### config.mk
export PLATFORM = sky130hd
export DESIGN_NAME = cache_top
export DESIGN_NICKNAME = d
export VERILOG_FILES = /design/src/hdl/cache_types_pkg.sv /design/src/hdl/cache_ctrl_pkg.sv /design/src/hdl/cache_ctrl_if.sv /design/src/hdl/cache_way.sv /design/src/hdl/cache_datapath.sv /design/src/hdl/cache_control.sv /design/src/hdl/cache_top.sv
export SDC_FILE = /design/constraint.sdc
export NUM_CORES = 2
export LEC_CHECK = 0
export BUFFER_PORTS_ARGS = -buffer_cell sky130_fd_sc_hd__buf_2
export CAP_MARGIN = 40
export CORE_AREA = 2 2 370 372
export DETAILED_ROUTE_END_ITERATION = 6
export DIE_AREA = 0 0 372 374
export SYNTH_ARGS = -nofsm -noshare
export SYNTH_HDL_FRONTEND = slang
export SYNTH_SLANG_ARGS = --single-unit
### constraint.sdc
create_clock -name clk -period 15.5 [get_ports clk]
set_clock_uncertainty 0.15 [all_clocks]
set_input_delay 1.55 -clock clk [delete_from_list [all_inputs] [get_ports clk]]
set_output_delay 1.55 -clock clk [all_outputs]
set_load 0.01 [all_outputs]
### src/hdl/cache_types_pkg.sv
// cache data types
// address, word and line widths and the line geometry
package cache_types_pkg;

	localparam int ADDR_BITS    = 32;
	localparam int WORD_BITS    = 32;
	localparam int LINE_BITS    = 64; // two words per line
	localparam int OFFSET_BITS  = 3;  // byte offset inside a line
	localparam int WORD_SEL_BIT = 2;  // address bit picking the word in a line

	typedef logic [ADDR_BITS-1:0] addr_t; // cpu byte address
	typedef logic [WORD_BITS-1:0] word_t; // cpu data word
	typedef logic [LINE_BITS-1:0] line_t; // cache line, memory transfer unit

endpackage : cache_types_pkg

### src/hdl/cache_ctrl_pkg.sv
// cache controller definitions
package cache_ctrl_pkg;

	typedef enum logic [2:0] {
		s_idle,            // nothing in service
		s_write_back,      // dirty victim goes out to memory
		s_load_from_mem,   // fetch requested line
		s_load_into_cache, // fetched line into the victim way
		s_respond          // answer the cpu, lru and write data update
	} ctrl_state_e;

	typedef logic way_t; // way index, 0 or 1

endpackage : cache_ctrl_pkg

### src/hdl/cache_ctrl_if.sv
// command and status bundle between cache controller and datapath
`timescale 1ns/1ps

interface cache_ctrl_if;
	import cache_ctrl_pkg::*;

	// controller commands
	way_t way_sel;      // way to access
	logic load_cache;   // write line of selected way
	logic source_sel;   // 0 cpu write merge, 1 memory
	logic load_dirty;   // write dirty bit of selected way
	logic load_lru;     // update lru bit of the set
	logic wb_addr_sel;  // 1 victim tag, 0 request tag

	// datapath status
	logic cache_hit;
	way_t hit_way;
	logic victim_dirty; // lru way valid and dirty
	way_t lru_way;

	modport ctrl (output way_sel, load_cache, source_sel, load_dirty, load_lru, wb_addr_sel,
		input cache_hit, hit_way, victim_dirty, lru_way);
	modport dp (input way_sel, load_cache, source_sel, load_dirty, load_lru, wb_addr_sel,
		output cache_hit, hit_way, victim_dirty, lru_way);

endinterface : cache_ctrl_if

### src/hdl/cache_way.sv
// one cache way
// valid, dirty, tag and line arrays plus the tag compare
`timescale 1ns/1ps

module cache_way #(
	parameter int SET_BITS = 3
) (
	input  logic                                              clk,
	input  logic                                              rst,
	input  logic [SET_BITS-1:0]                               index,
	input  logic [31-SET_BITS-cache_types_pkg::OFFSET_BITS:0] tag_in,
	input  logic                                              load_line,
	input  logic                                              load_dirty,
	input  logic                                              dirty_in,
	input  cache_types_pkg::line_t                            line_in,
	output logic                                              hit,
	output logic                                              dirty,
	output logic [31-SET_BITS-cache_types_pkg::OFFSET_BITS:0] stored_tag,
	output cache_types_pkg::line_t                            line_out
);
	import cache_types_pkg::*;

	localparam int NUM_SETS = 1 << SET_BITS;
	localparam int TAG_BITS = ADDR_BITS - SET_BITS - OFFSET_BITS;

	logic [NUM_SETS-1:0] valid;      // one per set
	logic [NUM_SETS-1:0] dirty_bits;
	logic [TAG_BITS-1:0] tags [NUM_SETS];
	line_t               lines [NUM_SETS];

	// status bits, cleared on reset
	always_ff @(posedge clk) begin
		if (rst) begin
			valid      <= '0;
			dirty_bits <= '0;
		end else begin
			if (load_line)
				valid[index] <= 1'b1; // any line load makes the entry valid
			if (load_dirty)
				dirty_bits[index] <= dirty_in;
		end
	end

	// tag and data storage
	always_ff @(posedge clk) begin
		if (load_line) begin
			tags[index]  <= tag_in;
			lines[index] <= line_in; // fill or merged write
		end
	end

	assign stored_tag = tags[index];  // victim tag for write back
	assign line_out   = lines[index]; // combinational read
	assign hit        = valid[index] && (tags[index] == tag_in);
	assign dirty      = valid[index] && dirty_bits[index]; // only valid lines need write back

endmodule : cache_way

### src/hdl/cache_datapath.sv
// cache datapath
// two ways, hit select, lru per set, victim choice, write merge and memory address
`timescale 1ns/1ps

module cache_datapath #(
	parameter int SET_BITS = 3
) (
	input  logic                   clk,
	input  logic                   rst,
	input  cache_types_pkg::addr_t mem_address,
	input  cache_types_pkg::word_t mem_wdata,
	input  cache_types_pkg::line_t pmem_rdata,
	input  logic                   mem_write,
	output cache_types_pkg::word_t mem_rdata,
	output cache_types_pkg::addr_t pmem_address,
	output cache_types_pkg::line_t pmem_wdata,
	cache_ctrl_if.dp               bus
);
	import cache_types_pkg::*;

	localparam int NUM_SETS = 1 << SET_BITS;
	localparam int TAG_BITS = ADDR_BITS - SET_BITS - OFFSET_BITS;

	logic [TAG_BITS-1:0] req_tag;
	logic [SET_BITS-1:0] index;
	logic                word_sel;       // which word of the line
	logic [1:0]          way_hit;
	logic [1:0]          way_dirty;
	logic [1:0]          way_load;
	logic [1:0]          way_load_dirty;
	logic [TAG_BITS-1:0] way_tag [2];
	line_t               way_line [2];
	logic [NUM_SETS-1:0] lru_bits;       // way to evict next, per set
	line_t               sel_line;
	line_t               merged_line;
	line_t               fill_line;      // memory line held for the fill cycle
	line_t               line_in;
	logic [TAG_BITS-1:0] line_tag;

	// address split
	assign req_tag  = mem_address[ADDR_BITS-1 -: TAG_BITS];
	assign index    = mem_address[OFFSET_BITS +: SET_BITS];
	assign word_sel = mem_address[WORD_SEL_BIT];

	for (genvar w = 0; w < 2; w++) begin : g_way
		assign way_load[w]       = bus.load_cache && (bus.way_sel == 1'(w));
		assign way_load_dirty[w] = bus.load_dirty && (bus.way_sel == 1'(w));

		cache_way #(.SET_BITS(SET_BITS)) way_inst (
			.clk        (clk),
			.rst        (rst),
			.index      (index),
			.tag_in     (req_tag),
			.load_line  (way_load[w]),
			.load_dirty (way_load_dirty[w]),
			.dirty_in   (mem_write),     // write sets dirty, read fill clears it
			.line_in    (line_in),
			.hit        (way_hit[w]),
			.dirty      (way_dirty[w]),
			.stored_tag (way_tag[w]),
			.line_out   (way_line[w])
		);
	end

	assign bus.cache_hit    = |way_hit;
	assign bus.hit_way      = way_hit[1];      // way 0 unless way 1 matches
	assign bus.lru_way      = lru_bits[index];
	assign bus.victim_dirty = way_dirty[lru_bits[index]];

	// lru bit records the way not touched
	always_ff @(posedge clk) begin
		if (rst)
			lru_bits <= '0;
		else if (bus.load_lru)
			lru_bits[index] <= ~bus.way_sel;
	end

	// capture memory data until the fill cycle uses it
	always_ff @(posedge clk) begin
		if (!bus.source_sel)
			fill_line <= pmem_rdata;
	end

	assign sel_line  = way_line[bus.way_sel];
	assign mem_rdata = sel_line[word_sel*WORD_BITS +: WORD_BITS];

	always_comb begin
		merged_line = sel_line;
		merged_line[word_sel*WORD_BITS +: WORD_BITS] = mem_wdata; // replace the addressed word
	end

	assign line_in      = bus.source_sel ? fill_line : merged_line;
	assign line_tag     = bus.wb_addr_sel ? way_tag[bus.way_sel] : req_tag;
	assign pmem_address = {line_tag, index, {OFFSET_BITS{1'b0}}}; // line aligned
	assign pmem_wdata   = sel_line; // victim line on write back

endmodule : cache_datapath

### src/hdl/cache_control.sv
// cache controller
// write-back miss handling FSM, drives datapath commands and memory strobes
`timescale 1ns/1ps

module cache_control (
	input  logic      clk,
	input  logic      rst,
	input  logic      mem_read,
	input  logic      mem_write,
	input  logic      stall,     // freezes the FSM
	input  logic      pmem_resp,
	output logic      mem_resp,
	output logic      pmem_read,
	output logic      pmem_write,
	cache_ctrl_if.ctrl bus
);
	import cache_ctrl_pkg::*;

	ctrl_state_e state, next_state;
	logic        req;      // cpu request pending
	logic        req_hit;

	assign req     = mem_read | mem_write;
	assign req_hit = req & bus.cache_hit;

	// per-state outputs over defaults
	always_comb begin
		bus.way_sel     = bus.hit_way; // hit way unless handling a miss
		bus.load_cache  = 1'b0;
		bus.source_sel  = 1'b0;
		bus.load_dirty  = 1'b0;
		bus.load_lru    = 1'b0;
		bus.wb_addr_sel = 1'b0;        // request tag
		mem_resp        = 1'b0;
		pmem_read       = 1'b0;
		pmem_write      = 1'b0;

		case (state)
			s_write_back: begin
				bus.way_sel     = bus.lru_way;
				bus.wb_addr_sel = 1'b1; // victim address
				pmem_write      = 1'b1;
			end
			s_load_from_mem: begin
				bus.way_sel = bus.lru_way;
				pmem_read   = 1'b1;
			end
			s_load_into_cache: begin
				bus.way_sel    = bus.lru_way; // replace lru
				bus.load_cache = 1'b1;
				bus.source_sel = 1'b1;        // memory line
				bus.load_dirty = 1'b1;        // 0 on read, 1 on write
			end
			s_respond: begin
				mem_resp       = req_hit; // a new missing request gets no answer here
				bus.load_lru   = req_hit;
				bus.load_cache = req_hit & mem_write; // merge cpu word
				bus.load_dirty = req_hit & mem_write;
			end
			default: ;
		endcase

		// nothing moves while stalled
		if (stall) begin
			mem_resp       = 1'b0;
			pmem_read      = 1'b0;
			pmem_write     = 1'b0;
			bus.load_cache = 1'b0;
			bus.load_dirty = 1'b0;
			bus.load_lru   = 1'b0;
		end
	end

	always_comb begin
		next_state = state;
		case (state)
			s_idle, s_respond: begin
				if (req_hit)
					next_state = s_respond; // answer next cycle, or again for back-to-back hits
				else if (req)
					next_state = bus.victim_dirty ? s_write_back : s_load_from_mem;
				else
					next_state = s_idle;
			end
			s_write_back:
				if (pmem_resp) next_state = s_load_from_mem;
			s_load_from_mem:
				if (pmem_resp) next_state = s_load_into_cache;
			s_load_into_cache:
				next_state = s_respond;
			default:
				next_state = s_idle;
		endcase
	end

	always_ff @(posedge clk) begin
		if (rst)
			state <= s_idle;
		else if (!stall)
			state <= next_state;
	end

endmodule : cache_control

### src/hdl/cache_top.sv
// two-way set-associative write-back cache
// controller and datapath joined by the command bus
`timescale 1ns/1ps

module cache_top #(
	parameter int SET_BITS = 3 // 8 sets
) (
	input  logic                   clk,
	input  logic                   rst,
	input  logic                   mem_read,
	input  logic                   mem_write,
	input  cache_types_pkg::addr_t mem_address,
	input  cache_types_pkg::word_t mem_wdata,
	output cache_types_pkg::word_t mem_rdata,
	output logic                   mem_resp,
	input  logic                   stall,
	output logic                   pmem_read,
	output logic                   pmem_write,
	output cache_types_pkg::addr_t pmem_address,
	output cache_types_pkg::line_t pmem_wdata,
	input  cache_types_pkg::line_t pmem_rdata,
	input  logic                   pmem_resp
);

	cache_ctrl_if ctrl_bus ();

	cache_control control_inst (
		.clk        (clk),
		.rst        (rst),
		.mem_read   (mem_read),
		.mem_write  (mem_write),
		.stall      (stall),
		.pmem_resp  (pmem_resp),
		.mem_resp   (mem_resp),
		.pmem_read  (pmem_read),
		.pmem_write (pmem_write),
		.bus        (ctrl_bus.ctrl)
	);

	cache_datapath #(.SET_BITS(SET_BITS)) datapath_inst (
		.clk          (clk),
		.rst          (rst),
		.mem_address  (mem_address),
		.mem_wdata    (mem_wdata),
		.pmem_rdata   (pmem_rdata),
		.mem_write    (mem_write),
		.mem_rdata    (mem_rdata),
		.pmem_address (pmem_address),
		.pmem_wdata   (pmem_wdata),
		.bus          (ctrl_bus.dp)
	);

endmodule : cache_top

---- Word-level counts from Yosys, hierarchy flattened ----
Memories as Yosys holds them, arrays and structs flattened.
Index checks and enable logic that the tools add are counted.
Widths: inputs -> output; s select.
storage, ports and cells
  register bits ........................... 107
  latch bits .............................. 0
  memory bits (writable) .................. 1,440
  memory bits (read-only) ................. 0
  output and inout bits ................... 131
  word-level logic and storage cells ...... 93
  memories kept ........................... 4
cells by class
  $add $sub $neg .......................... 1
  multipliers ............................. 0
  div/mod/pow operators ................... 0
  $lt $le $gt $ge ......................... 4
  eq/ne operators ......................... 8
  shift-type cells ........................ 3
  muxes and demuxes ....................... 46
  bitwise operators ....................... 8
  reductions and logical operators ........ 12
memory list
  name                                   depth  width  read ports  clocked after memory_dff  write ports  line             RTL
  datapath_inst.g_way[0].way_inst.lines  8      64     1           0                         1            cache_way.sv:29  line_t lines [NUM_SETS];
  datapath_inst.g_way[1].way_inst.lines  8      64     1           0                         1            cache_way.sv:29
  datapath_inst.g_way[0].way_inst.tags   8      26     1           0                         1            cache_way.sv:28  logic [TAG_BITS-1:0] tags [NUM_SETS];
  datapath_inst.g_way[1].way_inst.tags   8      26     1           0                         1            cache_way.sv:28
operators by type and width
  cell                      number
  $mux 64                   4
  $mux 26                   4
  $bwmux 64                 1
  $shift 32x34->64 const A  1
  $shiftx 32x34->64         1
  $shiftx 64x7->32          1
  $eq 26x26->1              2
  $neg 6->34                1
  $bwmux 8                  3
  $mux 1                    21
  $or 8x8->8                2
  $bmux 1 s3                5
  $mux 3                    4
  $pmux 3 s4                1
  $logic_and 1x1->1         7
  $eq 3x2->1 const B        2
  $lt 3x4->1 const B        1
  $ne 2x2->1 const B        2
  $reduce_or 2->1           2
  $demux 1 s3               1
  $eq 3x1->1 const B        1
  $eq 3x3->1 const B        1
  $ge 3x1->1 const B        1
  $logic_not 3->1           1
  other kinds (10)          12

---- Logic depth before layout (Yosys ltp) ----
  depth in word-level cells ............... 11
  depth in mapped cells ................... 16
  gate-level depth less buffers ........... 9

---- Cells and area by module ----
A second synthesis with hierarchy kept.
unflattened totals
  cell total of the unflattened synthesis .. 3,559
  area, all modules ....................... 61,330.1 sq um
by module, submodules not included
  module                                       instances  cells an instance  area each (sq um)
  cache_way (datapath_inst.g_way[1].way_inst)  1          1,516              27,906.8
  cache_way (datapath_inst.g_way[0].way_inst)  1          1,473              27,722.8
  cache_datapath                               1          531                5,387.7
  cache_control                                1          39                 312.8

---- Least setup slack after synthesis ----
No wires, ideal clock.
  kind .................................... input to register
  start ................................... in mem_address[3]
  end ..................................... mem datapath_inst.g_way[0].way_inst.lines[1][0] (netlist bit), enable pin
  arrival ................................. 13.091 ns
  path slack .............................. 1.499 ns
  stages on the path ...................... 14
  path buffers ............................ 5
  cells stage by stage .................... buf_6 buf_6 buf_2 buf_2 mux4_2 mux2i_1 xor2_1 o21ai_0 nor4_1 nand4_2 a21oi_4 buf_6 nor2_2 nor4_1
between the ends
  word-level cells in the longest chain between the ends .. 11
  elaborated cells between the ends (all ways) .. 22
  those cells by class .................... eq/ne (2); mux (11); bitwise (3); reduce/logical (4); memory (2)
RTL lines
  element                                            line                  RTL
  from (decl)                                        cache_top.sv:12       input cache_types_pkg::addr_t mem_address,
  $mem_v2 8x26 / $bmux 1 s3 (equally long branches)  n/a
  $eq 26x26->1 / $mux 1 (equally long branches)      cache_way.sv:54       assign hit = valid[index] && (tags[index] == tag_in);
  $logic_and 1x1->1                                  cache_way.sv:54
  $reduce_or 2->1                                    cache_datapath.sv:65  assign bus.cache_hit = |way_hit;
  $and 1x1->1                                        cache_control.sv:24   assign req_hit = req & bus.cache_hit;
  $and 1x1->1                                        cache_control.sv:57   bus.load_cache = req_hit & mem_write;
  $pmux 1 s2                                         cache_control.sv:38   case (state)
  $mux 1                                             cache_control.sv:64   if (stall) begin
  $logic_and 1x1->1                                  cache_datapath.sv:46  assign way_load[w] = bus.load_cache && (bus.way_sel == 1'(w));
  $mux 1                                             cache_way.sv:46       if (load_line) begin
  $mux 1 (not written as such)                       cache_way.sv:48       lines[index] <= line_in;
  to (decl)                                          cache_way.sv:29
Several ways; a longest one is shown, not always the timed one. The select of a mux whose other input is x is not followed.

---- Worst setup path in the final report ----
  start ................................... in mem_address[5]
  end ..................................... out mem_rdata[19]
between the ends
  word-level cells in the longest chain between the ends .. 9
  elaborated cells between the ends (all ways) .. 15
  those cells by class .................... eq/ne (1); shift (1); mux (8); bitwise (1); reduce/logical (1); memory (3)
RTL lines
  element                                            line                  RTL
  $mem_v2 8x26 / $bmux 1 s3 (equally long branches)  n/a
  $eq 26x26->1 / $mux 1 (equally long branches)      cache_way.sv:54
  $logic_and 1x1->1                                  cache_way.sv:54
  $mux 1                                             cache_control.sv:38
  $not 1->2 (not written as such)                    cache_datapath.sv:84  assign sel_line = way_line[bus.way_sel];
  $mux 64 (not written as such) * (3 in a row)       cache_datapath.sv:84
  $shiftx 64x7->32 *                                 cache_datapath.sv:85  assign mem_rdata = sel_line[word_sel*WORD_BITS +: WORD_BITS];
  to (decl)                                          cache_top.sv:14       output cache_types_pkg::word_t mem_rdata,
Mark *: on every way between the ends. The rest lies on a longest branch, timed or not. The select of a mux whose other input is x is not followed.

==> impl_metrics.yaml <==
placement:
  post_dp_cell_area_sq_um: 64400
  gp_congestion: 0.762
  place_hpwl_mm: 87.3
  port_buffers: 259
  post-place-cells: 5400
  dp_slack_ns: 5.55
die:
  die_h_um: 374
  ios: 265
  die_area_sq_um: 139000
  num_rows: 135
  core_area_sq_um: 135000
  die_x_um: 372
  start_util_pct: 44.7
worst_setup_path:
  r2r_start: "datapath_inst.g_way[1].way_inst.tags[6][7]"
  endpoint_kind: "primary output"
  r2r_cells: 11
  reg2reg_slack_ns: 9.33
  critPathLaunchType: "primary input"
  crit_fanout: 34
  required_ns: 13.80
  critPathKind: "in -> out"
  r2r_end: "datapath_inst.g_way[1].way_inst.lines[2][15]"
  arrival_ns: 8.26
logic_synthesis:
  avgSynthCellArea_sq_um: 17.4
  yosys.area.top_type: "edfxtp_1"
  syn_area_sq_um: 60400
  synthArstFlopShare_pct: 0
  syn-instance-count: 3476
  synthTopCellsByCount: "edfxtp_1 (1504), a22oi_1 (311), mux2i_1 (188)"
  ys.flop_type: "edfxtp_1"
  yosys.area.top_type_share_pct: 74.8
  synth_edf_count: 1504
  ys_warn_count: 0
  synth_cell_types: 69
  yosysMostFrequentCell: "edfxtp_1"
  ys_seq_elements: 1547
  synth_area_leaders: "edfxtp_1 (75%), a22oi_1 (3.9%), mux2i_1 (3.1%)"
  ys_seq_area_share_pct: 76.2
worst_hold_path:
  holdCritStartpoint: "datapath_inst.g_way[1].way_inst.valid[3]"
  holdPathStages: 2
  hp-class: "reg -> reg"
  whs_endpoint: "datapath_inst.g_way[1].way_inst.valid[3]"
global_routing:
  grt_overflow_total: 0
  grt_usage_pct: 23.3
  antenna_found_initial: 8
  grt_max_degree: 113
  grt_pass1_wl_mm: 235
  grt_pass1_vias: 33300
detailed_routing:
  wl_mm: 164
  drc: 0
  first_pass_iters: 5
  vias: 34100
  vias_per_cell: 5.99
  wl_per_cell_um: 28.7
  drtIter0Drc: 3596
  ant_nets: 0
timing:
  rsz0062_at_grt: "false"
  tightestPinTransition_ns: 1.02
  layout_setup_ws_ns: 5.54
  period_share_pct: 64.2
  hold_viol_final: 0
  setup_viol: 0
  max_clock_freq_ghz: 0.100
  min_period_ns: 9.96
  finalSetupTns_ns: 0
  slew_headroom_pct: 31.2
  slew_viol_final: 0
cells_and_area:
  nFillCells: 10900
  stdcell_count: 5701
  syn_to_final_growth_pct: 14.8
  finalNetCount: 3918
  final_cell_area_sq_um: 69300
  drive_gt1_share_pct: 21.4
power:
  powerDensity_nw_per_um2: 128
  power_w: 0.00887
  ir_drop_mv: 0.109
  p_leak_nw: 23.3
cts:
  cts_made_buffers: 158
  cts_buffer_depth: 3
  clk_latency_ns: 0.80
  post_cts_resized: 0
  ctsHtreeMaxLevel: 4
  post-cts-setup-buffer-count: 0
  cts-hold-fix-buffers: 0
  cts.clk_slew.worst_paths_ns: 0.06
  cts_tree: "yes"
  cts_num_sinks: 1547
  clockRootBuffer: "clkbuf_16"
status:
  status: "finished clean"
run:
  max_cap_viol_count: 0
how the worst max path moves through the flow:
stage,depth (start not counted),to,startpoint
floorplan,14,datapath_inst.g_way[0].way_inst.lines[1][0],mem_address[3]
global placement,16,pmem_wdata[25],mem_address[5]
detailed placement,17,mem_rdata[22],mem_address[5]
CTS,17,mem_rdata[22],mem_address[5]
global route,16,mem_rdata[21],mem_address[5]
finish,17,mem_rdata[19],mem_address[5]
state kept, by name (all words and copies together), names as in the netlist:
| name | count |
|---|---|
| datapath_inst.g_way.way_inst.lines | 1024 |
| datapath_inst.g_way.way_inst.tags | 416 |
| datapath_inst.fill_line | 64 |
| datapath_inst.g_way.way_inst.dirty_bits | 16 |
| datapath_inst.g_way.way_inst.valid | 16 |
| datapath_inst.lru_bits | 8 |
| control_inst.state | 3 |
per-stage QoR:
step,hold slack [ns],utilization (%)
floorplan,0.272,-
global placement,0.281,47.2
detailed placement,0.287,47.7
CTS,0.296,51.3
global route,0.306,51.3
finish,0.296,51.3
cells in the final DEF, fill, tap and decap left out, types with 8 or more instances in the layout:
| cell | synthesis | layout |
|---|---|---|
| xor2_1 | 21 | 21 |
| nand4_1 | 41 | 41 |
| clkbuf_1 | 143 | 37 |
| buf_4 | 11 | 83 |
| mux2_2 | 134 | 134 |
| o21ai_1 | 20 | 21 |
| a221oi_1 | 89 | 89 |
| xnor2_1 | 13 | 13 |
| o22ai_1 | 27 | 27 |
| clkinv_2 | 0 | 24 |
| o211ai_1 | 12 | 12 |
| a21bo_2 | 8 | 8 |
| nor3_1 | 10 | 10 |
| nand3_1 | 96 | 96 |
| a21oi_1 | 86 | 86 |
| buf_2 | 25 | 257 |
| a22o_1 | 69 | 69 |
| nand2b_1 | 20 | 20 |
| mux2i_1 | 188 | 188 |
| inv_1 | 55 | 46 |
| nand2_1 | 135 | 134 |
| nand3b_1 | 18 | 18 |
| mux4_2 | 64 | 64 |
| inv_6 | 0 | 11 |
| nor3b_1 | 15 | 14 |
| a22oi_1 | 311 | 311 |
| o21ai_0 | 58 | 57 |
| nor2_1 | 63 | 55 |
| buf_16 | 0 | 21 |
| clkbuf_16 | 0 | 161 |
| edfxtp_1 | 1504 | 1504 |
| dfxtp_1 | 43 | 43 |
| and3_1 | 26 | 25 |
| clkinv_1 | 2 | 45 |
| a21o_1 | 39 | 39 |
layer usage:
metal  GRT usage [%]  vias up  wire length [um]
met5               0        -                 0
met2            37.1     1348             78900
met4            5.49        0              3110
met1            33.7    17800             70300
met3            3.64      212             11300
li1                -    14800                 -
critical path, stage by stage:
cell,delay [ns]
buf_2,0.08
buf_4,0.41
buf_4,0.52
nand2b_1,0.73
buf_4,0.38
o22ai_1,0.17
o21a_1,0.24
nor4b_1,0.41
nand4_1,0.29
or4_1,0.83
o21ai_4,0.24
buf_4,0.57
buf_4,0.57
buf_12,0.30
mux2_2,0.45
mux2_2,0.28
buf_2,0.14
area by class of cell:
class                   instances  area [sq um]  share of cell area (%)
diodes                          6          15.0                  0.0217
clock buffers                 203          4220                    6.09
clock inverters                87           636                   0.917
inverters                      58           265                   0.383
multi-input cells            1650         13300                    19.1
flip-flops and latches       1547         46000                    66.4
well taps                    1781          2230                    3.22
repair buffers                369          2630                    3.80
power by group:
group          leakage [nW]  total [W]  switching, W  internal, W
Sequential             14.0    0.00468    0.00000545      0.00467
Combinational          6.89   0.000622      0.000423     0.000199
Clock                  2.37    0.00358       0.00157      0.00201
Total                  23.3    0.00887       0.00200      0.00688
kinds of logic after synthesis:
| logic type | after synthesis | synth area share [%] |
|---|---|---|
| flip-flops | 1547 | 76.2 |
| AO/OA/AOI/OAI | 759 | 9.29 |
| AND/OR/NAND/NOR | 467 | 3.94 |
| multiplexers | 387 | 8.03 |
| buffers and inverters | 281 | 2.00 |
| XOR/XNOR | 34 | 0.493 |
| other | 1 | 0.00621 |
No activity file was read; power rests on OpenSTA's default activity.
